**src/common/vec_mem_pkg.sv**
```systemverilog
/*
 Shared constants and the CPU status word for the memory subsystem.
 Load offsets follow the file indices of the loader menu.
 Erase constants cover only the 64 KB main bank.
*/
package vec_mem_pkg;

	// ----------------------------------------
	// Bus widths
	// ----------------------------------------
	localparam int CPU_AW = 16;
	// Eight 64 KB banks: main, E-disk and loader areas
	localparam int RAM_AW = 19;
	localparam int DL_AW  = 25;

	// E-disk control register port
	localparam logic [7:0] EDSK_PORT = 8'h10;

	// ----------------------------------------
	// Loader file indices and offsets
	// ----------------------------------------
	localparam logic [7:0] DL_IDX_BOOT = 8'h00;
	localparam logic [7:0] DL_IDX_ROM  = 8'h01;
	localparam logic [7:0] DL_IDX_COM  = 8'h41;
	localparam logic [7:0] DL_IDX_C00  = 8'h81;
	localparam logic [7:0] DL_IDX_EDD  = 8'hC1;

	localparam logic [DL_AW-1:0] DL_OFS_BOOT = 25'h0050000;
	localparam logic [DL_AW-1:0] DL_OFS_PROG = 25'h0000100;
	localparam logic [DL_AW-1:0] DL_OFS_EDD  = 25'h0010000;

	// ----------------------------------------
	// Erase engine
	// ----------------------------------------
	// One write per divider wrap
	localparam int ERASE_PACE_W = 6;
	localparam logic [CPU_AW-1:0] ERASE_MASK = 16'hFFFF;
	localparam logic [CPU_AW-1:0] ERASE_END  = 16'h0100;

	// Erase FSM state codes
	localparam logic [1:0] ERS_IDLE    = 2'd0;
	localparam logic [1:0] ERS_ARMED   = 2'd1;
	localparam logic [1:0] ERS_ERASING = 2'd2;

	// ----------------------------------------
	// CPU status word
	// ----------------------------------------
	// Idle status after reset, only write_n set so nothing writes
	localparam logic [7:0] STATUS_IDLE = 8'h02;

	// Same byte seen raw or as the eight 8080 status flags
	typedef union packed {
		logic [7:0] raw;
		struct packed {
			logic ram_read;
			logic io_read;
			logic m1;
			logic io_write;
			logic halt_ack;
			logic io_stack;
			logic write_n;
			logic int_ack;
		} flags;
	} cpu_status_u;

endpackage

```
**src/verilog/bus_cycle_decoder.sv**
```systemverilog
/*
 Captures the 8080 status byte at the rising edge of sync.
 edsk_wr_o is one clock wide, on the first low clock of the write strobe.
*/
module bus_cycle_decoder (
	input  logic                     clk_sys,
	input  logic                     cold_reset,
	input  logic                     cpu_sync_i,
	input  logic [7:0]               cpu_dout_i,
	input  logic                     cpu_wr_n_i,
	input  logic [7:0]               cpu_addr_i,
	output vec_mem_pkg::cpu_status_u status_o,
	output logic                     mreq_o,
	output logic                     edsk_wr_o
);
	import vec_mem_pkg::*;

	logic        sync_q;
	cpu_status_u status_q;
	logic        io_wr;
	logic        edsk_we;
	logic        edsk_we_q;

	always_ff @(posedge clk_sys) begin
		if (cold_reset) begin
			sync_q       <= 1'b0;
			status_q.raw <= STATUS_IDLE;
			edsk_we_q    <= 1'b0;
		end else begin
			sync_q    <= cpu_sync_i;
			edsk_we_q <= edsk_we;
			// New machine cycle
			if (cpu_sync_i && !sync_q) begin
				status_q.raw <= cpu_dout_i;
			end
		end
	end

	assign io_wr   = status_q.flags.io_write & ~cpu_wr_n_i;
	assign edsk_we = io_wr & (cpu_addr_i == EDSK_PORT);

	// Strobe only on the falling edge of the write
	assign edsk_wr_o = edsk_we & ~edsk_we_q;

	assign mreq_o = (status_q.flags.ram_read | ~status_q.flags.write_n) &
		~status_q.flags.io_write & ~status_q.flags.io_read;
	assign status_o = status_q;

	// Write strobe stays high while the status byte is on the bus
	a_sync_no_write : assert property (@(posedge clk_sys) disable iff (cold_reset)
		$rose(cpu_sync_i) |-> cpu_wr_n_i);

endmodule

```
**config.mk**
```make
export PLATFORM = sky130hd
export DESIGN_NAME = bus_cycle_decoder
export DESIGN_NICKNAME = d
export VERILOG_FILES = /design/src/common/vec_mem_pkg.sv /design/src/verilog/bus_cycle_decoder.sv
export SDC_FILE = /design/constraint.sdc
export NUM_CORES = 1
export LEC_CHECK = 0
export BUFFER_PORTS_ARGS = -buffer_cell sky130_fd_sc_hd__buf_2
export CORE_AREA = 5 5 42 44
export CTS_BUF_LIST = sky130_fd_sc_hd__clkbuf_16
export DETAILED_ROUTE_END_ITERATION = 12
export DIE_AREA = 0 0 47 49
export HOLD_SLACK_MARGIN = 0.02
export PLACE_DENSITY = 0.7
export SYNTH_ARGS = -nofsm -noshare
export SYNTH_HDL_FRONTEND = slang
export SYNTH_SLANG_ARGS = --single-unit
```
**constraint.sdc**
```tcl
create_clock -name clk_sys -period 1.8 [get_ports clk_sys]
set_clock_uncertainty 0.1 [all_clocks]
set_input_delay 0.36 -clock clk_sys [delete_from_list [all_inputs] [get_ports clk_sys]]
set_output_delay 0.36 -clock clk_sys [all_outputs]
set_load 0.005 [all_outputs]
```
After elaboration in Yosys (flattened, before gate mapping)
Index checks and enable logic that the tools add are counted.
- add/subtract/negate cells: 0
- multipliers: 0
- divide/modulo/power cells: 0
- $lt $le $gt $ge: 0
- eq/ne operators: 1
- shifts and indexed selects: 0
- multiplexer cells: 0
- bitwise gates (word level): 11
- reductions and logical operators: 2
- operators by type and width (kind ; count):
    $eq 8x5->1 const B ; 1
    $and 1x1->1 ; 5
    $not 1->1 ; 5
    $logic_and 1x1->1 ; 1
    $logic_not 1->1 ; 1
    $or 1x1->1 ; 1
- bits in registers: 10
- latch bits: 0
- memory bits (writable): 0
- ROM bits: 0
- input bits: 20
- memories: 0

Depth between registers and ports, before layout
Gate-level depths: netlist (run 1).
- depth after elaboration: 4
- depth in mapped cells: 4
- depth with buffers taken out: 3

Least setup slack after synthesis (run 1)
OpenSTA, ideal clock, no wires.
- path kind: input to output
- start point: in cpu_wr_n_i
- end point: out edsk_wr_o
- arrival time: 1068 ps
- slack: 272 ps
- stages: 2
- path buffers: 0
- cell sequence: or4b_1 -> nor3_1
- longest elaborated chain between the ends: 4
- RTL lines (element ; RTL line ; text):
    from (decl) ; bus_cycle_decoder.sv:10 ; input logic cpu_wr_n_i,
    $not 1->1 ; bus_cycle_decoder.sv:39 ; assign io_wr = status_q.flags.io_write & ~cpu_wr_n_i;
    $and 1x1->1 ; bus_cycle_decoder.sv:39 ;
    $and 1x1->1 ; bus_cycle_decoder.sv:40 ; assign edsk_we = io_wr & (cpu_addr_i == EDSK_PORT);
    $and 1x1->1 ; bus_cycle_decoder.sv:43 ; assign edsk_wr_o = edsk_we & ~edsk_we_q;
    to (decl) ; bus_cycle_decoder.sv:14 ; output logic edsk_wr_o
Every way passes these cells.

Worst setup path after layout (run 1)
- start point: reg status_q (netlist bit status_o[4])
- end point: out edsk_wr_o
- longest elaborated chain between the ends: 3
- RTL lines (element ; RTL line ; text):
    from (decl) ; bus_cycle_decoder.sv:19 ; cpu_status_u status_q;
    $and 1x1->1 ; bus_cycle_decoder.sv:39 ;
    $and 1x1->1 ; bus_cycle_decoder.sv:40 ;
    $and 1x1->1 ; bus_cycle_decoder.sv:43 ;
Every way passes these cells.

==> flow_summary.ini, run 1 <==
[sta]
period_needed_ns = 1.73
maxSlewHeadroom_pct = 62.4
rsz0062_at_grt = false
worst_slack_ns = 0.0703
holdWs_ns = 0.235
maxSlewViolCount = 0
max_freq_ghz = 0.578
period_share_pct = 96.1
hold_viol = 0
setup-violations-final = 0
fin_setup_tns_ns = 0
worstMarginPinSlew_ns = 0.563

[cells_and_area]
diodes = 0
fillCellCount = 158
multi_input_area_um2 = 171
final_cells = 92
area_growth_pct = 63.2
seqCellArea_um2 = 201
drive_gt1_share_pct = 46.1
nNetsFinal = 98

[cts]
cts_resized = 1
cts_hold_buf = 0
insertion_delay_ns = 0.23
cts_root_buf = clkbuf_16
clkTransAtPathRegs_ns = 0.04
cts-htree-levels = 1
cts_inserted_buffers = 3
cts_tree = done
postCtsSetupRepairBufs = 0
cts_sinks = 10
cts_buffer_depth = 2

[synthesis]
synth_commonest_cells = nand2_1, dfxtp_1, a21oi_1
yosys-top-cells-area = dfxtp_1, nand2_1, a21oi_1
synth_ff_type = dfxtp_1
syn_area_per_cell_um2 = 8.04
synth_top_cell_area_share_pct = 53.0
seq_area_frac_synth_pct = 53.0
yosys.area.top_type = dfxtp_1
yosysMostFrequentCell = nand2_1
synth_edf_count = 0
synth_cell_types = 12
synth_area_um2 = 378
yosysWarnings = 0
synthCells = 47
async_flop_share_pct = 0
ys_ff_latch = 10
synthesis.nets = 67

[worst_hold_path]
hold_class = in2reg

[route]
viasPerCell = 4.49
drtPass1Iterations = 4
wl_um = 1000
antenna_left = 0
drcViolationCount = 0
drt_iter0_drc = 6
vias = 413
wl_per_cell_um = 10.9

[pwr]
leakagePower_uw = 0.000294
p_per_area_nw_per_um2 = 1110
irDropWorstVdd_v = 0.000863

[global_route]
grt_max_degree = 11
grt.total_usage_pct = 9.53
grt_pass1_vias = 339
grt_overflow = 0
grt_pass1_wl_um = 1500
antenna_found_initial = 0

[placed_design]
gp_congestion = 0.639
dpl_worst_slack_ns = 0.0821
dp_cells = 89
dp_hpwl_um = 787
port_buffers = 29

[die]
die-area_um2 = 2300
core_area_um2 = 1400
rows = 14
fp.dieH_um = 49
ios = 30
start_util_pct = 27.0
die_w_um = 47

[status]
status = complete, no violations

[setup_path]
crit_chain = or4b_4, nor3_2, buf_2
slowest_stage = or4b_4
arrival_ns = 1.27
critical_path_class = reg2out
crit_path_max_incr_delay_ns = 0.47
cp_max_fo = 4
endpoint_kind = primary output
crit_path_start_kind = register
worstPathRequired_ns = 1.34

[run]
drv_cap = 0
[registers in the layout, indices dropped and copies added (netlist names)]
name,count
edsk_we_q,1
sync_q,1
status_o,8
[metal layers]
metal  track usage, %  part of all wire [%]  up-vias
li1                 -                     -      213
met4             5.53                   1.6        0
met1             10.9                    39      180
met2             12.7                    47       18
met3             6.64                    13        2
met5                0                     0        -
[area by class of cell]
class | instances | share of cell area (%)
inverter | 1 | 0.609
clock buffer | 3 | 12.2
multi-input combinational | 33 | 27.8
tap | 16 | 3.25
timing repair buffer | 29 | 23.5
sequential | 10 | 32.7
[metrics by stage]
stage	utilization [%]	total power, uW	cell area [um2]
floorplan	-	271	378
global placement	37.9	306	532
detailed placement	37.9	307	532
CTS	43.4	693	608
global route	44.0	710	617
finish	44.0	684	617
[where the power goes]
part,switching [uW],total (uW),internal [uW]
logic,28.4,61.9,33.4
clock network,93.9,381,287
registers,6.47,241,235
total,129,684,555
[worst max-delay path, delay by kind of cell, from the launching register on]
| kind | cells | cell delay [ns] |
|---|---|---|
| AND/OR/NAND/NOR | 2 | 0.57 |
| buffers and inverters | 1 | 0.13 |
| flip-flops | 1 | 0.34 |
[path summary, 6_finish.rpt]
check                           cells past startpoint          start     endpoint  slack, ns
worst min register to register                      2    status_o[3]  status_o[3]       0.35
worst min-delay path                                3  cpu_dout_i[1]  status_o[1]       0.24
worst max register to register                      3         sync_q  status_o[4]       0.64
worst max-delay path                                3    status_o[4]    edsk_wr_o       0.07
[placed cells by master (no fill, tap or decap), types with 2 or more instances in the layout]
| cell type | count |
|---|---|
| clkbuf_16 | 3 |
| a21oi_1 | 7 |
| dfxtp_1 | 9 |
| nand3b_1 | 2 |
| nand2_1 | 16 |
| buf_2 | 29 |
| nor2b_1 | 2 |
[cell families after synthesis]
logic type	after synthesis	share of synthesized area, %
DFF	10	53.0
AOI/OAI and AO/OA	8	11.3
and+or+nand+nor	25	31.8
buffers and inverters	4	3.97
Power figures use the tool's default switching activity.
==> inputs of run 2 (changes only) <==
--- a/config.mk
+++ b/config.mk
@@ -5,6 +5,7 @@
 export SDC_FILE = /design/constraint.sdc
 export NUM_CORES = 1
 export LEC_CHECK = 0
+export ABC_CLOCK_PERIOD_IN_PS = 1800
 export BUFFER_PORTS_ARGS = -buffer_cell sky130_fd_sc_hd__buf_2
 export CORE_AREA = 5 5 42 44
 export CTS_BUF_LIST = sky130_fd_sc_hd__clkbuf_16
@@ -12,6 +13,7 @@
 export DIE_AREA = 0 0 47 49
 export HOLD_SLACK_MARGIN = 0.02
 export PLACE_DENSITY = 0.7
+export SETUP_SLACK_MARGIN = 0.1
 export SYNTH_ARGS = -nofsm -noshare
 export SYNTH_HDL_FRONTEND = slang
 export SYNTH_SLANG_ARGS = --single-unit
==> flow_summary.ini, run 2 (synthesis results as in run 1) <==
[status]
status = complete, no violations

[sta]
worst_slack_ns = 0.0984
maxSlewViolCount = 0
hold_viol = 0
fin_setup_tns_ns = 0
period_needed_ns = 1.70
setup-violations-final = 0
maxSlewHeadroom_pct = 62.4
max_freq_ghz = 0.588
worstMarginPinSlew_ns = 0.563
period_share_pct = 94.5
rsz0062_at_grt = true

[pwr]
power_frac_comb_pct = 9.3
seqPwrFrac_pct = 35.0
leakagePower_uw = 0.000300
p_per_area_nw_per_um2 = 1100
p_sw_share_pct = 18.9
power_frac_clock_pct = 55.6
irDropWorstVdd_v = 0.000867
internal_power_uw = 557
p_sw_uw = 130

[cts]
cts_inserted_buffers = 3
cts_sinks = 10
clkTransAtPathRegs_ns = 0.04
cts_tree = done
cts_root_buf = clkbuf_16
cts_buffer_depth = 2
cts-htree-levels = 1
insertion_delay_ns = 0.23

[setup_path]
crit_path_max_incr_delay_ns = 0.46
cp_max_fo = 2
arrival_ns = 1.24
crit_chain = or4b_4, nor3_2, buf_2
cp_top_family = simple AND/OR/NAND/NOR gates
crit_path_start_kind = register
startpoint = status_o[4]
worstPathRequired_ns = 1.34
rr_startpoint = sync_q
slowest_stage = or4b_4
endpoint_kind = primary output
critical_path_class = reg2out
crit_buf_inv = 1

[global_route]
grt.total_usage_pct = 9.53
antenna_found_initial = 0
grt_overflow = 0
grt_pass1_wl_um = 1500
grt_pass1_vias = 341
grt_max_degree = 11

[die]
rows = 14
fp.dieH_um = 49
die-area_um2 = 2300
start_util_pct = 27.0
core_area_um2 = 1400
ios = 30
die_w_um = 47

[route]
drtPass1Iterations = 4
wl_per_cell_um = 10.9
antenna_left = 0
vias = 409
drt_iter0_drc = 6
drcViolationCount = 0
wl_um = 1010
viasPerCell = 4.40

[run]
drv_cap = 0

[placed_design]
dp_cells = 89
dpl_worst_slack_ns = 0.0821
dp_hpwl_um = 787
port_buffers = 29
gp_congestion = 0.639
placed_area_um2 = 532

[cells_and_area]
seqCellArea_um2 = 201
area_growth_pct = 65.2
largest_register_ffs = 8
final_common_cell = buf_2
final_util_pct = 44.6
final_cells = 93
drive_gt1_share_pct = 46.8
multi_input_area_um2 = 171
fin_area_um2 = 624
nNetsFinal = 99
diodes = 0
final_cell_mix = buf_2, nand2_1, dfxtp_1
fillCellCount = 156

[worst_hold_path]
min_from = cpu_dout_i[1]
hold_class = in2reg
run 2: cell type report:
type	instances	share of cell area [%]
inverter	1	0.601
timing repair buffer	30	24.4
multi-input combinational	33	27.5
tap	16	3.21
clock buffer	3	12.0
sequential	10	32.3
run 2: layer usage:
| metal | up-vias | share of wire [%] | GRT usage [%] |
|---|---|---|---|
| met5 | - | 0 | 0 |
| met4 | 0 | 1.6 | 5.53 |
| met3 | 2 | 12 | 6.64 |
| met2 | 16 | 47 | 12.7 |
| met1 | 177 | 40 | 10.9 |
| li1 | 214 | - | - |
run 2: final timing paths:
| check | depth (start not counted) | end | slack, ns |
|---|---|---|---|
| max | 3 | edsk_wr_o | 0.1 |
| min | 3 | status_o[1] | 0.23 |
| min reg2reg | 2 | status_o[3] | 0.35 |
| max reg2reg | 3 | status_o[4] | 0.64 |
run 2: repair_timing:
action	CTS	global route
pin swaps	0	0
setup buffers	1	0
hold buffers	0	0
resized for setup	3	0
endpoints found under the setup margin	1	1
run 2: tightest hold or removal path, cell delays in order:
cell	delay [ns]
buf_2	0.07
nand2_1	0.04
nand3b_1	0.06
run 2: power groups by stage:
stage / Sequential [uW] / Combinational, uW / Clock (uW)
finish: 241 / 64.2 / 382
global route: 242 / 72.2 / 398
CTS: 241 / 65.8 / 388
detailed placement: 245 / 62.4 / 0
global placement: 244 / 61.6 / 0
floorplan: 245 / 26.0 / 0
run 2: stage by stage:
stage,total power (uW),hold slack (ns)
floorplan,271,0.353
global placement,306,0.341
detailed placement,307,0.343
CTS,695,0.234
global route,712,0.264
finish,687,0.235
