[config.mk]
export PLATFORM = sky130hd
export DESIGN_NAME = erase_fsm
export DESIGN_NICKNAME = d
export VERILOG_FILES = /design/src/common/vec_mem_pkg.sv /design/src/erase/erase_fsm.sv
export SDC_FILE = /design/constraint.sdc
export NUM_CORES = 1
export LEC_CHECK = 0
export CORE_AREA = 2 2 39 41
export DETAILED_ROUTE_END_ITERATION = 6
export DIE_AREA = 0 0 41 43
export DONT_BUFFER_PORTS = 1
export GPL_ROUTABILITY_DRIVEN = 0
export SYNTH_ARGS = -nofsm -noshare
export SYNTH_HDL_FRONTEND = slang
export SYNTH_SLANG_ARGS = --single-unit
[constraint.sdc]
create_clock -name clk_sys -period 1.1 [get_ports clk_sys]
set_input_delay 0.055 -clock clk_sys [delete_from_list [all_inputs] [get_ports clk_sys]]
set_output_delay 0.055 -clock clk_sys [all_outputs]
set_load 0.005 [all_outputs]
[src/common/vec_mem_pkg.sv]
/*
 Shared constants and the CPU status word for the memory subsystem.
 Load offsets follow the file indices of the loader menu.
 Erase constants cover only the 64 KB main bank.
*/
package vec_mem_pkg;

	// ----------------------------------------
	// Bus widths
	// ----------------------------------------
	localparam int CPU_AW = 16;
	// Eight 64 KB banks: main, E-disk and loader areas
	localparam int RAM_AW = 19;
	localparam int DL_AW  = 25;

	// E-disk control register port
	localparam logic [7:0] EDSK_PORT = 8'h10;

	// ----------------------------------------
	// Loader file indices and offsets
	// ----------------------------------------
	localparam logic [7:0] DL_IDX_BOOT = 8'h00;
	localparam logic [7:0] DL_IDX_ROM  = 8'h01;
	localparam logic [7:0] DL_IDX_COM  = 8'h41;
	localparam logic [7:0] DL_IDX_C00  = 8'h81;
	localparam logic [7:0] DL_IDX_EDD  = 8'hC1;

	localparam logic [DL_AW-1:0] DL_OFS_BOOT = 25'h0050000;
	localparam logic [DL_AW-1:0] DL_OFS_PROG = 25'h0000100;
	localparam logic [DL_AW-1:0] DL_OFS_EDD  = 25'h0010000;

	// ----------------------------------------
	// Erase engine
	// ----------------------------------------
	// One write per divider wrap
	localparam int ERASE_PACE_W = 6;
	localparam logic [CPU_AW-1:0] ERASE_MASK = 16'hFFFF;
	localparam logic [CPU_AW-1:0] ERASE_END  = 16'h0100;

	// Erase FSM state codes
	localparam logic [1:0] ERS_IDLE    = 2'd0;
	localparam logic [1:0] ERS_ARMED   = 2'd1;
	localparam logic [1:0] ERS_ERASING = 2'd2;

	// ----------------------------------------
	// CPU status word
	// ----------------------------------------
	// Idle status after reset, only write_n set so nothing writes
	localparam logic [7:0] STATUS_IDLE = 8'h02;

	// Same byte seen raw or as the eight 8080 status flags
	typedef union packed {
		logic [7:0] raw;
		struct packed {
			logic ram_read;
			logic io_read;
			logic m1;
			logic io_write;
			logic halt_ack;
			logic io_stack;
			logic write_n;
			logic int_ack;
		} flags;
	} cpu_status_u;

endpackage

[src/erase/erase_fsm.sv]
/*
 Erase control after a ROM or COM download.
 A new download aborts a running erase.
*/
module erase_fsm (
	input  logic       clk_sys,
	input  logic       cold_reset,
	input  logic       dl_active_i,
	input  logic [7:0] dl_index_i,
	input  logic       at_end_i,
	output logic       load_o,
	output logic       run_o,
	output logic       erasing_o
);
	import vec_mem_pkg::*;

	logic [1:0] state_q;
	logic [1:0] state_d;
	logic       prog_load;

	assign prog_load = (dl_index_i == DL_IDX_ROM) || (dl_index_i == DL_IDX_COM);

	always_comb begin
		state_d = state_q;
		if (dl_active_i) begin
			// Last download index decides
			state_d = prog_load ? ERS_ARMED : ERS_IDLE;
		end else begin
			case (state_q)
				ERS_ARMED: begin
					state_d = ERS_ERASING;
				end
				ERS_ERASING: begin
					if (at_end_i) begin
						state_d = ERS_IDLE;
					end
				end
				default: begin
					state_d = ERS_IDLE;
				end
			endcase
		end
	end

	always_ff @(posedge clk_sys) begin
		if (cold_reset) begin
			state_q <= ERS_IDLE;
		end else begin
			state_q <= state_d;
		end
	end

	// Download just ended
	assign load_o    = (state_q == ERS_ARMED) & ~dl_active_i;
	assign run_o     = (state_q == ERS_ERASING) & ~dl_active_i;
	assign erasing_o = (state_q == ERS_ERASING);

	// End of erase only comes from a running counter
	a_end_while_running : assert property (@(posedge clk_sys) disable iff (cold_reset)
		at_end_i |-> run_o);

endmodule

* Yosys cells after proc, flatten, opt, wreduce, memory -nomap -nowiden
Index checks and enable logic that the tools add are counted.
Widths: inputs -> output; s select.
** Storage, ports and cells
- Bits in registers :: 2
- Input port bits :: 12
- Output and inout port bits :: 3
- Word-level logic and storage cells :: 14
** Cells by class
- Eq/ne operators :: 5
- Muxes and demuxes :: 4
- Bitwise gates (word level) :: 3
- Reductions and logical operators :: 1
** Operators with widths (number)
- $eq 8x1->1 const B :: 1
- $eq 8x7->1 const B :: 1
- $mux 2 :: 2
- $pmux 2 s2 :: 1
- $ne 3x3->1 const B :: 1
- $and 1x1->1 :: 2
- $eq 2x1->1 const B :: 1
- $eq 2x2->1 const B :: 1
- $logic_or 1x1->1 :: 1
- $mux 1 :: 1
- $not 1->1 :: 1

* Depth between registers and ports, before layout
Gate-level depths: netlist (run 1).
- Word-level depth :: 4
- Depth in mapped cells :: 2
- Mapped depth without buffers :: 2

* Worst setup path after synthesis (run 1)
No wires, ideal clock.
- Kind :: flip-flop to flip-flop
- From :: register state_q[0]
- To :: register state_q[1]
- Setup time :: 79 ps
- Arrival :: 855 ps
- Data required time :: 1021 ps
- Path slack :: 165 ps
- Stages on the path, launching flop included :: 3
- Path buffers :: 0
- Clock period less this slack :: 935 ps
- Path through :: dfxtp_1 -> or3b_1 -> a211oi_2
** On the way
- Word-level cells in the longest chain between the ends :: 3
- Elaborated cells on any way between the ends :: 5
- Classes of those cells :: eq/ne (3); mux (2)
** Ends and longest elaborated chain
- start, declared :: line erase_fsm.sv:17 : logic [1:0] state_q;
- start signal, assigned :: line erase_fsm.sv:49 : state_q <= state_d;
- $eq 2x2->1 or $eq 2x1->1 (tied branches) :: line erase_fsm.sv:29 : case (state_q)
- $pmux 2 s2 :: line erase_fsm.sv:29
- $mux 2 :: line erase_fsm.sv:25 : if (dl_active_i) begin
Parallel ways exist; a longest one is shown, timed or not.
A chain may end at the register's enable or synchronous reset.

* Worst setup path after layout (run 1)
- From :: register state_q[0]
- To :: output port load_o
** On the way
- Word-level cells in the longest chain between the ends :: 2
** Ends and longest elaborated chain
- $eq 2x1->1 :: line erase_fsm.sv:54 : assign load_o = (state_q == ERS_ARMED) & ~dl_active_i;
- $and 1x1->1 :: line erase_fsm.sv:54
- end, declared :: line erase_fsm.sv:11 : output logic load_o,
Every way passes these cells.

==> results.md, run 1 <==
Drt:
- The DRC marker count from the first detailed-route iteration is 0.
- The count of unresolved DRC violations after routing is 0.
- For this run, the detailed router's first-pass iteration total came to 1.
- The wire length per cell is 9.31 um.
- Summed over all layers, the routed wires come to 298 um.
- In the routed layout, each cell is associated on average with a via count of 3.31.
- Once detail routing completed, the nets flagged for antenna violations numbered 0.
- Detailed routing inserted a total of 106 vias.

GRT:
- The largest net degree at the start of global routing is 5.
- The number of antenna violations at the first check in global routing came to 0.
- The first global-routing pass estimated 427 um of wire.
- For this run, the total global-route usage over all layers was measured as 4.40%.
- After global routing the overflow that remains totals 0.
- The via count of the first global-routing pass is 132.

STA:
- Setup repair after global routing left no endpoint under its margin.
- The number of max-slew violations in the final report came to 0.
- The total of endpoints with negative setup slack in the final report is 0.
- For the finished layout, the period the worst path requires is 0.984 ns.
- The clock arrives with 0.00243 ns of skew.
- Derived from the worst setup path, the maximum achievable clock frequency is 1020 MHz.
- The total negative setup slack is 0 ns.
- Dividing the final minimum period by the clock period gives 89.5%.
- The headroom to the max-slew limit is 86.8%.
- The number of hold violations in the final report came to 0.
- At the pin with the least slew margin, the transition time is 0.195 ns.

Critical path:
- Tracing the worst setup path back leads to its startpoint at state_q[0]$_SDFFE_PP0P_.
- The type of origin of the critical path is a flop.
- The critical path endpoint category is an output pin.
- The critical path goes through or2b_1, nor2_1.
- The required time at the endpoint of the critical path is 1.04 ns.
- The critical path start-end classification is reg -> out.
- The data arrival time of the critical path is 0.93 ns.
- The worst register-to-register path begins at state_q[1]$_SDFFE_PP0P_.
- The cell with the largest stage delay on the worst path is sky130_fd_sc_hd__dfxtp_1.
- Of all nets on the critical path, the largest fanout is 3.
- In this design, the stage delay of the slowest critical-path cell is 0.32 ns.

Placement:
- Port buffering added 0 buffers.
- The wire-length estimate of the detail-placed layout is 222 um.
- The placed instance count is 27.

Synth:
- After synthesis the netlist holds a flip-flop and latch count of 2.
- The post-synth net total is 23.
- The synthesized instance count is 11.
- Sorting the synthesized cells by area gives the leading types as sky130_fd_sc_hd__dfxtp_1, sky130_fd_sc_hd__a211oi_2, sky130_fd_sc_hd__and4b_1, sky130_fd_sc_hd__and2b_2, sky130_fd_sc_hd__or3b_1.
- In this run the cell area of the synthesized design comes to 111 um2.
- The largest area contributor in the netlist is sky130_fd_sc_hd__dfxtp_1.
- The fraction of the mapped netlist area in compound gates is 11.2%.
- The synthesized netlist devotes 0% of its cell area to adder and majority cells.
- After synthesis, the netlist uses 10 different library cells.
- Of the synthesized area, sequential elements account for 36.0%.
- A synthesized cell averages 10.1 um2.
- The synthesized-area fraction occupied by xor and xnor cells is 0%.
- The area fraction of the dominant cell type after synthesis is 36.0%.
- In the synthesized netlist, mux cells make up 0% of the area.
- The area share of and/or/nand/nor cells after synthesis is 52.8%.
- The number of warnings issued by yosys is 0.
- After synthesis, the largest family of logic cells by area is simple AND/OR/NAND/NOR gates.

Floorplan:
- The total area inside the core boundary comes to 1380 um2.
- The number of top-level pins is 15.
- The die footprint is 1760 um2.
- For this configuration, the core starts out at a cell density of 8.05%.
- The die is 41 um wide.
- The die is 43 um tall.
- The floorplan has 14 rows.

Power and ir drop:
- The overall power consumption is 0.242 mW.
- For this design the ratio of total power to cell area is 1390 nW/um2.
- The peak ir drop on the vdd network is 346 uV.
- The static leakage power is 0.0606 nW.

Clock network:
- The clock reaches the later pin of the worst-skew pair after 0.22 ns.
- The number of post-CTS setup repair buffers is 0.
- In this run, post-CTS repair resized a total of 0 instances.
- The CTS H-tree depth is 1.
- The clock slew seen by the registers of the worst setup and hold paths is 0.03 ns.
- Clock tree synthesis found a total of 2 sinks.
- Hold repair after CTS inserted 2 buffers.
- The TritonCTS clock tree is done.
- The tree is rooted in a sky130_fd_sc_hd__clkbuf_4.
- The number of buffers created by CTS is 3.
- The deepest clock path buffer count is 2.

Finish:
- The library cells used most frequently in the layout, excluding fill and tap cells, are sky130_fd_sc_hd__clkbuf_4, sky130_fd_sc_hd__dlygate4sd3_1, sky130_fd_sc_hd__dfxtp_1.
- The layout overhead on the synthesized area is 56.2%.
- The largest registers in the layout are state_q x2.
- The most frequent standard cell in the layout excluding fill and tap cells is sky130_fd_sc_hd__clkbuf_4.
- The net count of the finished layout is 30.
- The final cell count without fillers is 32.
- The fraction of layout cells with a size suffix above 1 is 31.3%.
- Counting flops per register, the top entry is state_q.
- The flip-flop count of the largest register, all copies and words added is 2.
- 0 antenna diodes ended up in the layout.

Hold path:
- In this run the most critical hold path is launched from dl_active_i.
- The class of the tightest hold or removal check is in -> reg.

Flow run:
- The number of max-capacitance violations reported is 0.

Status:
- The flow ran to the end, and the final reports show no timing, DRC or antenna violations.
[Yosys cell counts]
master and n:
sky130_fd_sc_hd__a211oi_2 1, sky130_fd_sc_hd__and2b_2 1, sky130_fd_sc_hd__and4b_1 1, sky130_fd_sc_hd__dfxtp_1 2, sky130_fd_sc_hd__nor2_1 1, sky130_fd_sc_hd__nor2b_1 1
sky130_fd_sc_hd__nor3b_1 1, sky130_fd_sc_hd__nor4_1 1, sky130_fd_sc_hd__or2b_1 1, sky130_fd_sc_hd__or3b_1 1
[worst max-delay path: cells and delay by family (launching register included)]
kind | cells | cell delay [ns]
DFF | 1 | 0.32
and+or+nand+nor | 2 | 0.39
[final cells by class]
type / count / area [um2]
Clock buffer: 3 / 22.5
Sequential cell: 2 / 40.0
Fill cell: 157 / 1210
Multi-Input combinational cell: 9 / 71.3
Timing Repair Buffer: 2 / 20.0
Tap cell: 16 / 20.0
[per-layer routing]
layer	share of wire, %	up-vias	GRT usage [%]	routed length [um]
met1	52	41	4.14	155
met3	18	0	1.57	54
met4	0	0	8.00	0
li1	-	51	-	-
met5	0	-	0	0
met2	29	14	5.00	87
[where the power goes]
part | internal, mW | leakage, nW | switching (mW)
combinational | 0.00695 | 0.0307 | 0.00264
sequential | 0.0732 | 0.0161 | 0.0000452
clock | 0.120 | 0.0138 | 0.0392
total | 0.200 | 0.0606 | 0.0419
[path summary, 6_finish.rpt]
kind	endpoint	slack (ns)	cells past startpoint
setup reg to reg	state_q[1]$_SDFFE_PP0P_	0.12	2
hold / removal	state_q[0]$_SDFFE_PP0P_	0.04	1
setup / recovery	load_o	0.12	2
hold reg to reg	state_q[1]$_SDFFE_PP0P_	0.55	2
[through the flow]
step	utilization (%)	worst slack [ns]	cell area, um2	hold WS, ns
2_1_floorplan	-	0.165	111	0.120
3_3_place_gp	9.49	0.149	131	0.121
3_5_place_dp	9.49	0.129	131	0.124
4_1_cts	12.6	0.0863	174	0.0296
5_1_grt	12.6	0.0139	174	0.0429
6_report	12.6	0.116	174	0.0384
[logic make-up (layout without fill, tap and decap cells)]
group,count (synthesis),count (layout)
DFF,2,2
and+or+nand+nor,8,8
AOI/OAI and AO/OA,1,1
buffers and inverters,0,5
Note: power is estimated with default switching activity, not from simulation.
==> run 2, diff against run 1 <==
--- a/constraint.sdc
+++ b/constraint.sdc
@@ -3,2 +3,2 @@
 set_output_delay 0.055 -clock clk_sys [all_outputs]
-set_load 0.005 [all_outputs]
+set_load 0.1 [all_outputs]
==> run 2 against run 1 <==
The flow now finishes with violations (negative setup slack). Global-route usage grew 0.30 points. Design area is 44% higher. Sequential power about the same. Clock skew rose by 0.00068 ns. Critical path type unchanged.
==> results.md, run 2 (synthesized netlist as in run 1, its figures left out) <==
Finish:
- In the layout the commonest cells are sky130_fd_sc_hd__clkbuf_4, sky130_fd_sc_hd__dlygate4sd3_1, sky130_fd_sc_hd__buf_12.
- The largest registers in the layout are state_q x2.
- The summed area of non-filler cells in the final layout came to 250 um2 (+44%).
- The fraction of layout cells with a size suffix above 1 is 60.0% (+29 points).
- The antenna diode instance count is 0 (unchanged).
- Relative to the synthesized area, the layout overhead comes to 125%.
- The final cell count without fillers is 36 (+13%).
- The flip-flop count of the largest register, all copies and words added is 2 (unchanged).
- The largest register by flop count is state_q.
- The net count of the finished layout is 34 (+13%).
- The library cell used most frequently in the layout, excluding fill and tap cells, is sky130_fd_sc_hd__clkbuf_4.

Drt:
- The vias after detailed routing is 120 (+13%).
- The routed via count divided by cell count was 3.33 (+0.63%).
- The wire length reported by the detailed router is 315 um (+5.7%).
- The DRC marker count from the first detailed-route iteration is 5 (+5).
- The number of detailed-routing iterations run before antenna repair is 2 (+1).
- The wire length per cell is 8.75 um (-6.0%).
- The count of unresolved DRC violations after routing is 0 (unchanged).
- The remaining number of nets flagged by the antenna check after routing is 0 (unchanged).

STA:
- The setup clock skew after layout was 0.00311 ns (+0.000677 ns).
- The total of endpoints with negative setup slack in the final report is 2 (+2).
- Setup repair after global routing could not meet its margin everywhere.
- The number of hold violations in the final report is 0 (unchanged).
- The final period utilization is 105% (+15 points).
- The headroom to the max-slew limit was 87.4% (+0.52 points).
- The setup slack after layout is -0.0531 ns (-0.169 ns).
- The top achievable clock speed is 867 MHz (-15%).
- The number of max-slew violations in the final report was 0 (unchanged).
- The time the worst path needs with I/O delays and setup is 1.15 ns (+0.169 ns).
- The measured slew at the worst slew-check pin is 0.188 ns (-0.00767 ns).

Power and ir drop:
- The overall power consumption is 0.242 mW (about the same).
- The power density relative to cell area was 967 nW/um2 (-31%).
- The static leakage power is 0.0858 nW (+42%).
- The peak ir drop on the vdd network is 293 uV (-15%).

Floorplan:
- The die footprint came to 1760 um2 (unchanged).
- The placeable core region is 1380 um2 (unchanged).
- The vertical die dimension was 43 um (unchanged).
- The number of top-level pins came to 15 (unchanged).
- The row count is 14 (unchanged).
- The die width came to 41 um (unchanged).
- The starting density of the core is 8.05% (unchanged).

GRT:
- The wire length of the first global-routing pass is 510 um (+19%).
- The via count of the first global-routing pass is 157 (+19%).
- The number of antenna violations at the first check in global routing is 0 (unchanged).
- The total congestion overflow is 0 (unchanged).
- The largest net degree at the start of global routing was 5 (unchanged).
- The total routing resource utilization after global routing was 4.70% (+0.30 points).

Critical path:
- The data arrival time of the critical path is 1.10 ns (+0.17 ns).
- The largest fanout on the critical path is 3 (unchanged).
- The critical path endpoint category is an output pin.
- The required time at the endpoint of the critical path came to 1.04 ns (about the same).
- The critical path start-end classification is reg -> out.
- The worst setup path is launched from a flop.

Clock network:
- The number of clock sinks was 2 (unchanged).
- The CTS H-tree depth is 1 (unchanged).
- The clock slew seen by the registers of the worst setup and hold paths is 0.03 ns (about the same).
- The worst-skew pair later-pin latency is 0.22 ns (about the same).
- TritonCTS built the clock tree.
- The number of buffers created by CTS came to 3 (unchanged).
- Clock tree synthesis selected as its root buffer the cell sky130_fd_sc_hd__clkbuf_4.
- The deepest clock path buffer count was 2 (unchanged).

Status:
- The final reports fail on negative setup slack.
- The flow ran to the end, but the final reports show violations.

Placement:
- The placed standard-cell area is 195 um2 (+49%).
- The placed instance count was 30 (+11%).
- The count of port buffers added during placement is 0 (unchanged).

Flow run:
- The number of max-capacitance violations reported is 0 (unchanged).

Hold path:
- The class of the tightest hold or removal check is in -> reg.
[run 2: metrics by stage]
step	setup WS, ns	TNS (ns)	util (%)	hold slack [ns]
after floorplan	-0.302	-0.316	-	0.120
final	-0.0531	-0.105	18.1	0.0407
after CTS	-0.0681	-0.143	17.8	0.0287
after global routing	-0.111	-0.212	18.1	0.0496
after global placement	0.144	0	14.1	0.121
after detailed placement	0.127	0	14.1	0.123
[run 2: report_power, final]
part / internal (mW) / total (mW) / switching [mW]
Sequential: 0.0732 / 0.0733 / 0.0000450
Combinational: 0.00744 / 0.0104 / 0.00295
Clock: 0.120 / 0.158 / 0.0384
[run 2: final cells by class]
class                           instances  area (um2)
Fill cell                             158        1130
Multi-Input combinational cell          9        87.6
Timing Repair Buffer                    6        78.8
Sequential cell                         2        41.3
Clock buffer                            3        22.5
Tap cell                               16        20.0
[run 2: critical path, stage by stage (launching register included)]
cell	delay, ns
sky130_fd_sc_hd__dfxtp_2	0.30
sky130_fd_sc_hd__and2b_4	0.24
sky130_fd_sc_hd__nor2b_4	0.15
sky130_fd_sc_hd__buf_12	0.18
[run 2: metal layers]
layer	track usage, %	vias to the layer above	part of all wire [%]
li1	-	59	-
met1	4.46	48	42
met2	5.94	13	39
met3	4.19	0	19
met4	4.00	0	0
met5	0	-	0
[run 2: path summary, 6_finish.rpt]
check                                               end                    start  depth (start not counted)  slack (ns)
worst max register to register  state_q[1]$_SDFFE_PP0P_  state_q[1]$_SDFFE_PP0P_                          2        0.13
worst max-delay path                              run_o  state_q[0]$_SDFFE_PP0P_                          3       -0.05
worst min-delay path            state_q[1]$_SDFFE_PP0P_                 at_end_i                          2        0.04
worst min register to register  state_q[1]$_SDFFE_PP0P_  state_q[0]$_SDFFE_PP0P_                          2        0.53
[run 2: what timing repair did]
item | 4_1_cts | 5_1_grt
endpoints found under the setup margin | 3 | 3
setup buffers | 1 | 0
endpoints found under the hold margin | 1 | 0
hold buffers | 2 | 0
cloned | 0 | 0
gates resized for setup | 1 | 1
