`src/common/vec_mem_pkg.sv`:
```
/*
 Shared constants and the CPU status word for the memory subsystem.
 Load offsets follow the file indices of the loader menu.
 Erase constants cover only the 64 KB main bank.
*/
package vec_mem_pkg;

	// ----------------------------------------
	// Bus widths
	// ----------------------------------------
	localparam int CPU_AW = 16;
	// Eight 64 KB banks: main, E-disk and loader areas
	localparam int RAM_AW = 19;
	localparam int DL_AW  = 25;

	// E-disk control register port
	localparam logic [7:0] EDSK_PORT = 8'h10;

	// ----------------------------------------
	// Loader file indices and offsets
	// ----------------------------------------
	localparam logic [7:0] DL_IDX_BOOT = 8'h00;
	localparam logic [7:0] DL_IDX_ROM  = 8'h01;
	localparam logic [7:0] DL_IDX_COM  = 8'h41;
	localparam logic [7:0] DL_IDX_C00  = 8'h81;
	localparam logic [7:0] DL_IDX_EDD  = 8'hC1;

	localparam logic [DL_AW-1:0] DL_OFS_BOOT = 25'h0050000;
	localparam logic [DL_AW-1:0] DL_OFS_PROG = 25'h0000100;
	localparam logic [DL_AW-1:0] DL_OFS_EDD  = 25'h0010000;

	// ----------------------------------------
	// Erase engine
	// ----------------------------------------
	// One write per divider wrap
	localparam int ERASE_PACE_W = 6;
	localparam logic [CPU_AW-1:0] ERASE_MASK = 16'hFFFF;
	localparam logic [CPU_AW-1:0] ERASE_END  = 16'h0100;

	// Erase FSM state codes
	localparam logic [1:0] ERS_IDLE    = 2'd0;
	localparam logic [1:0] ERS_ARMED   = 2'd1;
	localparam logic [1:0] ERS_ERASING = 2'd2;

	// ----------------------------------------
	// CPU status word
	// ----------------------------------------
	// Idle status after reset, only write_n set so nothing writes
	localparam logic [7:0] STATUS_IDLE = 8'h02;

	// Same byte seen raw or as the eight 8080 status flags
	typedef union packed {
		logic [7:0] raw;
		struct packed {
			logic ram_read;
			logic io_read;
			logic m1;
			logic io_write;
			logic halt_ack;
			logic io_stack;
			logic write_n;
			logic int_ack;
		} flags;
	} cpu_status_u;

endpackage

```
`src/verilog/mem_port_arbiter.sv`:
```
/*
 RAM port mux with loader over eraser over CPU priority.
 Loader addresses get the offset picked by the file index.
 RAM address bits are reordered, so the RAM contents are not in linear order.
*/
module mem_port_arbiter (
	input  logic                           clk_sys,
	input  logic                           dl_active_i,
	input  logic [7:0]                     dl_index_i,
	input  logic [vec_mem_pkg::DL_AW-1:0]  dl_addr_i,
	input  logic [7:0]                     dl_data_i,
	input  logic                           dl_wr_i,
	input  logic                           erasing_i,
	input  logic [vec_mem_pkg::CPU_AW-1:0] erase_addr_i,
	input  logic                           erase_wr_i,
	input  logic [vec_mem_pkg::CPU_AW-1:0] cpu_addr_i,
	input  logic [7:0]                     cpu_dout_i,
	input  logic                           cpu_wr_n_i,
	input  vec_mem_pkg::cpu_status_u       status_i,
	input  logic [2:0]                     ed_page_i,
	input  logic                           erase_stall_i,
	output logic [vec_mem_pkg::CPU_AW-1:0] load_end_o,
	output logic [vec_mem_pkg::RAM_AW-1:0] ram_addr_o,
	output logic [7:0]                     ram_din_o,
	output logic                           ram_we_o
);
	import vec_mem_pkg::*;

	logic [DL_AW-1:0]  dl_ofs;
	logic [DL_AW-1:0]  dl_addr_ofs;
	logic [RAM_AW-1:0] flat_addr;
	logic              cpu_we;

	always_comb begin
		case (dl_index_i)
			DL_IDX_BOOT:            dl_ofs = DL_OFS_BOOT;
			DL_IDX_ROM, DL_IDX_COM: dl_ofs = DL_OFS_PROG;
			DL_IDX_EDD:             dl_ofs = DL_OFS_EDD;
			// C00 and unknown files load as is
			default:                dl_ofs = '0;
		endcase
	end

	assign dl_addr_ofs = dl_addr_i + dl_ofs;

	// Last loaded address, the eraser starts just past it
	always_ff @(posedge clk_sys) begin
		if (dl_wr_i) begin
			load_end_o <= dl_addr_ofs[CPU_AW-1:0];
		end
	end

	assign cpu_we = ~cpu_wr_n_i & ~status_i.flags.io_write & ~erase_stall_i;

	always_comb begin
		if (dl_active_i) begin
			flat_addr = dl_addr_ofs[RAM_AW-1:0];
			ram_din_o = dl_data_i;
			ram_we_o  = dl_wr_i;
		end else if (erasing_i) begin
			flat_addr = {{(RAM_AW-CPU_AW){1'b0}}, erase_addr_i};
			ram_din_o = 8'h00;
			ram_we_o  = erase_wr_i;
		end else begin
			flat_addr = {ed_page_i, cpu_addr_i};
			ram_din_o = cpu_dout_i;
			ram_we_o  = cpu_we;
		end
	end

	// Bank, low 13 bits, then bits 14:13
	assign ram_addr_o = {flat_addr[RAM_AW-1:15], flat_addr[12:0], flat_addr[14:13]};

endmodule

```
`config.mk`:
```
export PLATFORM = sky130hd
export DESIGN_NAME = mem_port_arbiter
export DESIGN_NICKNAME = d
export VERILOG_FILES = /design/src/common/vec_mem_pkg.sv /design/src/verilog/mem_port_arbiter.sv
export SDC_FILE = /design/constraint.sdc
export NUM_CORES = 1
export LEC_CHECK = 0
export ABC_CLOCK_PERIOD_IN_PS = 2900
export BUFFER_PORTS_ARGS = -buffer_cell sky130_fd_sc_hd__buf_2
export CAP_MARGIN = 20
export CORE_ASPECT_RATIO = 0.8
export CORE_MARGIN = 5
export CORE_UTILIZATION = 30
export CTS_CLUSTER_DIAMETER = 80
export DETAILED_ROUTE_END_ITERATION = 16
export PLACE_DENSITY = 0.77
export RECOVER_POWER = 100
export SETUP_SLACK_MARGIN = 0.05
export SYNTH_ARGS = -nofsm -noshare
export SYNTH_HDL_FRONTEND = slang
export SYNTH_SLANG_ARGS = --single-unit
```
`constraint.sdc`:
```
create_clock -name clk_sys -period 2.9 [get_ports clk_sys]
set_input_delay 0.435 -clock clk_sys [delete_from_list [all_inputs] [get_ports clk_sys]]
set_output_delay 0.435 -clock clk_sys [all_outputs]
set_load 0.1 [all_outputs]
```
Yosys cells after proc, flatten, opt, wreduce, memory -nomap -nowiden
Cells that the tools add are included.
{"block": "op_classes", "n_mux": 7, "eq_ne": 3, "bitwise": 5, "reduce_logical": 2, "n_addsub": 1}
{"cell": "19-bit case mux with 3 select lines", "n": 1}
{"cell": "19-bit two-way mux", "n": 2}
{"cell": "19-bit adder", "n": 1}
{"cell": "8-bit two-way mux", "n": 2}
{"cell": "8-bit by 1-bit == test with 1-bit output, second input constant", "n": 1}
{"cell": "8-bit by 7-bit == test with 1-bit output, second input constant", "n": 1}
{"cell": "8-bit == test, second input constant", "n": 1}
{"cell": "8-bit logical NOT", "n": 1}
{"cell": "1-bit NOT", "n": 3}
{"cell": "1-bit AND", "n": 2}
{"cell": "1-bit two-way mux", "n": 2}
{"cell": "2-bit OR reduction", "n": 1}
{"block": "word_totals", "wordCells": 19, "in_bits": 99, "ff_bits": 16}

Logic depth before layout (Yosys ltp)
Gate-level depths: netlist of run 1.
{"block": "depth", "ltp_word": 5, "depth_mapped": 8, "depth_no_buf": 8}

Least setup slack after synthesis of run 1
Ideal clock, no wire load.
{"block": "synth_timing", "path_kind": "input to output", "startpoint": "in erasing_i", "endpoint": "out ram_addr_o[10] in the netlist's numbering", "arrival_ns": 3.348, "n_path_buf": 2, "slack_ns": -0.883, "stages": 4, "required_ns": 2.465, "path_cell_list": "clkbuf_1 -> buf_2 -> mux2i_1 -> o21ai_0"}
{"block": "synth_via", "elab_chain_cells": 2}
{"item": "from (decl)", "line_no": "mem_port_arbiter.sv:13", "text": "input logic erasing_i,"}
{"item": "19-bit two-way mux", "line_no": "mem_port_arbiter.sv:60", "text": "end else if (erasing_i) begin"}
{"item": "19-bit two-way mux", "line_no": "mem_port_arbiter.sv:56", "text": "if (dl_active_i) begin"}
{"item": "to (decl)", "line_no": "mem_port_arbiter.sv:23", "text": "output logic [vec_mem_pkg::RAM_AW-1:0] ram_addr_o,"}
Every way passes these cells.

Worst setup path in the final report of run 1
{"block": "layout_timing", "startpoint": "in dl_index_i[2]", "endpoint": "out ram_addr_o[18] in the netlist's numbering"}
{"block": "layout_via", "elab_chain_cells": 5}
{"item": "from (decl)", "line_no": "mem_port_arbiter.sv:9", "text": "input logic [7:0] dl_index_i,"}
{"item": "8-bit by 1-bit == test with 1-bit output or 8-bit by 7-bit == test with 1-bit output (tied branches)", "line_no": "mem_port_arbiter.sv:35", "text": "case (dl_index_i)"}
{"item": "2-bit OR reduction", "line_no": "mem_port_arbiter.sv:35"}
{"item": "19-bit case mux with 3 select lines *", "line_no": "mem_port_arbiter.sv:35"}
{"item": "19-bit adder *", "line_no": "mem_port_arbiter.sv:44", "text": "assign dl_addr_ofs = dl_addr_i + dl_ofs;"}
{"item": "19-bit two-way mux *", "line_no": "mem_port_arbiter.sv:56"}
Every way passes the cells marked *; elsewhere a longest branch is shown, timed or not.

==> flow_metrics.tcl, run 1 <==
set metrics [dict create \
    hp-start "dl_addr_i[0]" \
    areaGrowthSynthToFinish_pct 98.0 \
    finalWorstSetupSlack_ps -240 \
    period_needed_ps 3140 \
    postCtsHoldBufs 0 \
    syn_nets 226 \
    synthArstFlopShare_pct 0 \
    violations "setup timing" \
    vias_per_cell 4.69 \
    largest_reg_flops 16 \
    grt_overflow 0 \
    hold_ws_ps 382 \
    cts_tree "done" \
    ant_nets 0 \
    fin_nets 373 \
    dpl_cell_area_sq_mm 0.00224 \
    portBuffers 129 \
    hold_depth 1 \
    finalWirelength_microns 4470 \
    synth_ff_type "edfxtp_1" \
    drt-initial-drc-count 26 \
    num_io_pins 143 \
    endpoint_kind "output port" \
    clk_path_buf_depth 2 \
    clock_power_share_pct 15.2 \
    sw_frac_of_total_pct 51.0 \
    ys_warn_count 0 \
    htree_levels 1 \
    die_x_microns 81 \
    dr.pass1.iters 4 \
    initial_utilization_pct 31.4 \
    synth.avg_cell_area_sq_um 9.76 \
    grt_pass1_wl_microns 6880 \
    power.density_mw_per_mm2 455 \
    critPathMaxFanout 2 \
    rows 20 \
    critPathMaxStageDelay_ps 540 \
    start_kind "input pin" \
    wire_per_inst_microns 13.8 \
    drc_errors 0 \
    worst_pin_slew_ps 1200 \
    p_leak_nw 1.16 \
    grt_max_degree 37 \
    antenna_cells 0 \
    core_area_sq_mm 0.00385 \
    clockRootBuffer "clkbuf_8" \
    die_y_microns 66.8 \
    hold_path_end "load_end_o[0]" \
    top_register "load_end_o" \
    critPathSlowestCell "or4_4" \
    utilization_pct 62.2 \
    syn-cell-area_sq_mm 0.00121 \
    yosysTopAreaCell "edfxtp_1" \
    synth-seq-cells 16 \
    gp_congestion 0.728 \
    status "finished with violations" \
    netlist_top_cells_area "edfxtp_1, mux2i_1, a22o_1" \
    reg.largest.list "load_end_o x16" \
    antenna_found_initial 0 \
    fmax_mhz 319 \
    yosysSeqAreaShare_pct 39.7 \
    maxSlewViolCount 0 \
    ir_drop_mv 0.239 \
    track_usage_pct 16.1 \
    sequentialPowerShare_pct 25.7 \
    intPower_mw 0.534 \
    power_mw 1.09 \
    drive_gt1_share_pct 60.0 \
    pre_cts_ws_ps -424 \
    crit_chain "buf_6 > or4_4 > nor4b_4 > ha_2 > ha_4 > and2_4 > a41oi_2 > o221ai_1 > or3b_4 > buf_12" \
    critical_path_class "in2out" \
    arrival_ps 2700 \
    rsz0062_at_grt "yes" \
    switchingPower_mw 0.556 \
    finalHoldViolCount 0 \
    n_fill_cell 361 \
    netlist_instances 124 \
    cts.sinks 16 \
    ys_types 30 \
    design_area_sq_mm 0.00240 \
    clk_pin_slew_ps 60 \
    synthTopCellsByCount "edfxtp_1, mux2i_1, nand2_1, o21ai_0, a22o_1" \
    finalSetupViolCount 8 \
    hold_class "in2reg" \
    fin_crit_sh_pct 108 \
    dp_hpwl_microns 3690 \
    drv_cap 0 \
    cts_buffers 3 \
    maxSlewHeadroom_pct 20.4 \
    grt_pass1_vias 1627 \
    synth_enable_flop_cells 16 \
    synth_top_cell_area_share_pct 39.7 \
    die_area_sq_mm 0.00541 \
    power_frac_comb_pct 59.2 \
    worstPathRequired_ps 2470 \
    vias 1524 \
]
[layout make-up]
type / count / area (sq um) / area share (%)
Timing Repair Buffer: 149 / 948 / 39.6
Multi-Input combinational cell: 99 / 846 / 35.3
Sequential cell: 16 / 480 / 20.1
Tap cell: 55 / 68.8 / 2.87
Clock buffer: 3 / 41.3 / 1.72
Inverter: 2 / 7.51 / 0.313
Clock inverter: 1 / 3.75 / 0.157
[metrics by stage]
stage	TNS [ps]	std cells
2_1_floorplan	-250	124
3_3_place_gp	-1040	316
3_5_place_dp	-1510	316
4_1_cts	-948	323
5_1_grt	-1760	325
6_report	-907	325
[layout by cell type (no fill, tap or decap), types with 2 or more instances in the layout]
| master | n |
|---|---|
| a21o_2 | 2 |
| a22o_1 | 7 |
| and4_1 | 2 |
| buf_12 | 11 |
| buf_2 | 96 |
| buf_4 | 18 |
| buf_6 | 3 |
| clkbuf_1 | 21 |
| clkbuf_8 | 3 |
| edfxtp_1 | 16 |
| inv_1 | 2 |
| mux2i_1 | 16 |
| nand2_1 | 16 |
| nand2b_1 | 2 |
| nand3_1 | 2 |
| nand3_2 | 2 |
| nor2_1 | 4 |
| nor4_1 | 3 |
| o21ai_1 | 6 |
| o21ai_2 | 8 |
| xnor2_2 | 5 |
| xor2_1 | 2 |
[what timing repair did]
item                       in CTS  in global routing
setup buffers                   3                  2
resized for setup              17                  1
setup endpoints to repair       9                  9
pin swaps                      18                  6
[metal layers]
layer / GRT usage (%) / wire length (microns) / share of wire [%] / vias up
li1: - / - / - / 769
met2: 33.8 / 2410 / 54 / 68
met4: 2.32 / 28 / 0.63 / 0
met5: 0 / 0 / 0 / -
met1: 14.9 / 1560 / 35 / 683
met3: 5.68 / 474 / 11 / 4
[worst max-delay path: cells and delay by family]
family	cells	cell delay [ps]
buffers and inverters	2	270
AOI/OAI and AO/OA	2	280
and+or+nand+nor	4	1330
adders and majority gates	2	380
[how the worst max path moves through the flow]
stage | start | endpoint | slack (ps) | cells after the start
3_5_place_dp | dl_index_i[4] | ram_addr_o[18] | -420 | 10
4_1_cts | dl_index_i[2] | ram_addr_o[18] | -220 | 10
5_1_grt | dl_index_i[2] | ram_addr_o[18] | -290 | 10
3_3_place_gp | dl_index_i[4] | ram_addr_o[18] | -360 | 10
2_1_floorplan | erasing_i | ram_addr_o[10] | -130 | 4
6_report | dl_index_i[2] | ram_addr_o[18] | -240 | 10
[cell families (layout without fill, tap and decap cells)]
| kind of cell | Yosys count | after routing | synth area share (%) |
|---|---|---|---|
| muxes | 16 | 16 | 13.2 |
| adders and majority gates | 3 | 3 | 3.10 |
| AOI/OAI and AO/OA | 33 | 33 | 18.5 |
| and+or+nand+nor | 39 | 39 | 16.8 |
| xor gates and xnor gates | 8 | 8 | 5.79 |
| buffers and inverters | 9 | 155 | 2.90 |
| DFF | 16 | 16 | 39.7 |
[power by group through the flow]
stage               combinational (mW)  sequential (mW)  clock (mW)
detailed placement               0.639            0.284           0
global placement                 0.633            0.283           0
finish                           0.644            0.280       0.165
CTS                              0.651            0.279       0.171
floorplan                        0.325            0.417           0
global route                     0.669            0.281       0.183
Note: power is estimated with default switching activity, not from simulation.
==> inputs of run 2 (changes only) <==
--- a/config.mk
+++ b/config.mk
@@ -8,12 +8,14 @@
 export ABC_CLOCK_PERIOD_IN_PS = 2900
 export BUFFER_PORTS_ARGS = -buffer_cell sky130_fd_sc_hd__buf_2
 export CAP_MARGIN = 20
+export CELL_PAD_IN_SITES_DETAIL_PLACEMENT = 1
+export CELL_PAD_IN_SITES_GLOBAL_PLACEMENT = 1
 export CORE_ASPECT_RATIO = 0.8
 export CORE_MARGIN = 5
-export CORE_UTILIZATION = 30
+export CORE_UTILIZATION = 19
 export CTS_CLUSTER_DIAMETER = 80
 export DETAILED_ROUTE_END_ITERATION = 16
-export PLACE_DENSITY = 0.77
+export PLACE_DENSITY_LB_ADDON = 0.1
 export RECOVER_POWER = 100
 export SETUP_SLACK_MARGIN = 0.05
 export SYNTH_ARGS = -nofsm -noshare
==> run 2 against run 1 <==
The flow still finishes with violations (setup timing). Die area grew 49%. Critical path depth unchanged. Cell area increased by 2.3%. Power increased by 1.4%. Fmax is 1.5% higher. Sequential share of layout area is 0.46 points lower. First-iteration DRC count is 23% lower. Clock power rose by 8%. Via count up 0.59%. Critical path type unchanged. Critical endpoint unchanged. Highest routed layer is now met3.
==> flow_metrics.tcl, run 2 (same netlist as run 1, synthesis figures left out) <==
set metrics [dict create \
    status "finished with violations" \
    violations "setup timing" \
    maxSlewHeadroom_pct 20.0 \
    grt_pass1_vias 1607 \
    die_area_sq_mm 0.00807 \
    drv_cap 0 \
    rows 26 \
    vias_per_cell 4.32 \
    cts_buffers 3 \
    dp_hpwl_microns 4410 \
    die_y_microns 81.4 \
    rsz0062_at_grt "yes" \
    critPathMaxFanout 2 \
    dpl_cell_area_sq_mm 0.00227 \
    arrival_ps 2660 \
    portBuffers 129 \
    grt_pass1_wl_microns 8000 \
    vias 1533 \
    n_fill_cell 769 \
    gp_congestion 0.714 \
    die_x_microns 99.2 \
    clk_pin_slew_ps 70 \
    areaGrowthSynthToFinish_pct 103 \
    reg.largest.list "load_end_o x16" \
    drive_gt1_share_pct 57.2 \
    worstPathRequired_ps 2470 \
    p_leak_nw 1.13 \
    antenna_found_initial 0 \
    hold_class "in2reg" \
    period_needed_ps 3090 \
    ant_nets 0 \
    ir_drop_mv 0.194 \
    dp_cells 344 \
    clockRootBuffer "clkbuf_8" \
    finalWirelength_microns 5290 \
    layout_commonest_cell "buf_2" \
    pre_cts_ws_ps -408 \
    drt-initial-drc-count 20 \
    endpoint_kind "output port" \
    fmax_mhz 323 \
    core_area_sq_mm 0.00628 \
    fin_crit_sh_pct 107 \
    maxSlewViolCount 0 \
    critical_path_class "in2out" \
    multi_input_area_sq_um 867 \
    finalWorstSetupSlack_ps -194 \
    start_kind "input pin" \
    postCtsHoldBufs 0 \
    worst_pin_slew_ps 1200 \
    finalHoldViolCount 0 \
    finalSetupViolCount 7 \
    design_area_sq_mm 0.00245 \
    fin_nets 374 \
    cts_tree "done" \
    htree_levels 1 \
    clk_path_buf_depth 2 \
    num_io_pins 143 \
    cts.sinks 16 \
    mostFrequentLayoutCells "buf_2, clkbuf_1, buf_4" \
    seqCellArea_sq_um 480 \
    largest_reg_flops 16 \
    grt_max_degree 29 \
    initial_utilization_pct 19.3 \
    grt_overflow 0 \
    wire_per_inst_microns 14.9 \
    track_usage_pct 12.3 \
    antenna_cells 0 \
    power.density_mw_per_mm2 451 \
    drc_errors 0 \
    fin_cells 355 \
    dr.pass1.iters 3 \
    top_register "load_end_o" \
]
run 2: repair_timing:
| item | 4_1_cts | 5_1_grt |
|---|---|---|
| resized for setup | 12 | 11 |
| setup endpoints to repair | 9 | 9 |
| setup buffers | 4 | 3 |
| pin swaps | 17 | 9 |
run 2: worst max-delay path: stages:
cell	delay, ps
buf_6	90
or4_4	540
nor4b_4	230
ha_2	250
ha_4	140
and2_4	130
a41oi_2	110
o221ai_1	160
or3b_4	410
buf_12	170
run 2: routing by layer:
metal	wire length, microns	track usage (%)	vias to the layer above
li1	-	-	767
met2	2650	22.1	58
met4	0	0.819	0
met3	522	5.58	0
met1	2120	14.3	708
met5	0	0	-
run 2: path summary, 6_finish.rpt:
kind                          start              to  slack (ps)  depth (start not counted)
worst min-delay path   dl_addr_i[4]   load_end_o[4]         370                          1
worst max-delay path  dl_index_i[2]  ram_addr_o[18]        -190                         10
run 2: cell type report:
cell class / instances / share of cell area [%]
flip-flops and latches: 16 / 19.6
clock inverters: 1 / 0.153
well taps: 84 / 4.29
repair buffers: 150 / 38.6
multi-input cells: 99 / 35.4
clock buffers: 3 / 1.68
inverters: 2 / 0.306
run 2: metrics by stage:
stage                     setup TNS [ps]  utilization, %  hold WS [ps]  total power, mW
after global placement             -1320            36.1           626            0.924
after detailed placement           -1400            36.1           630            0.928
after floorplan                     -250               -           534            0.742
final                               -724            39.1           374             1.11
after CTS                           -725            38.5           359             1.13
after global routing               -1540            39.1           366             1.15
run 2: report_power, final:
part           total (mW)  switching, mW  internal [mW]  leakage, nW
logic               0.647          0.483          0.164        0.954
registers           0.280        0.00473          0.275        0.157
clock network       0.178         0.0841         0.0940       0.0231
total                1.11          0.572          0.533         1.13
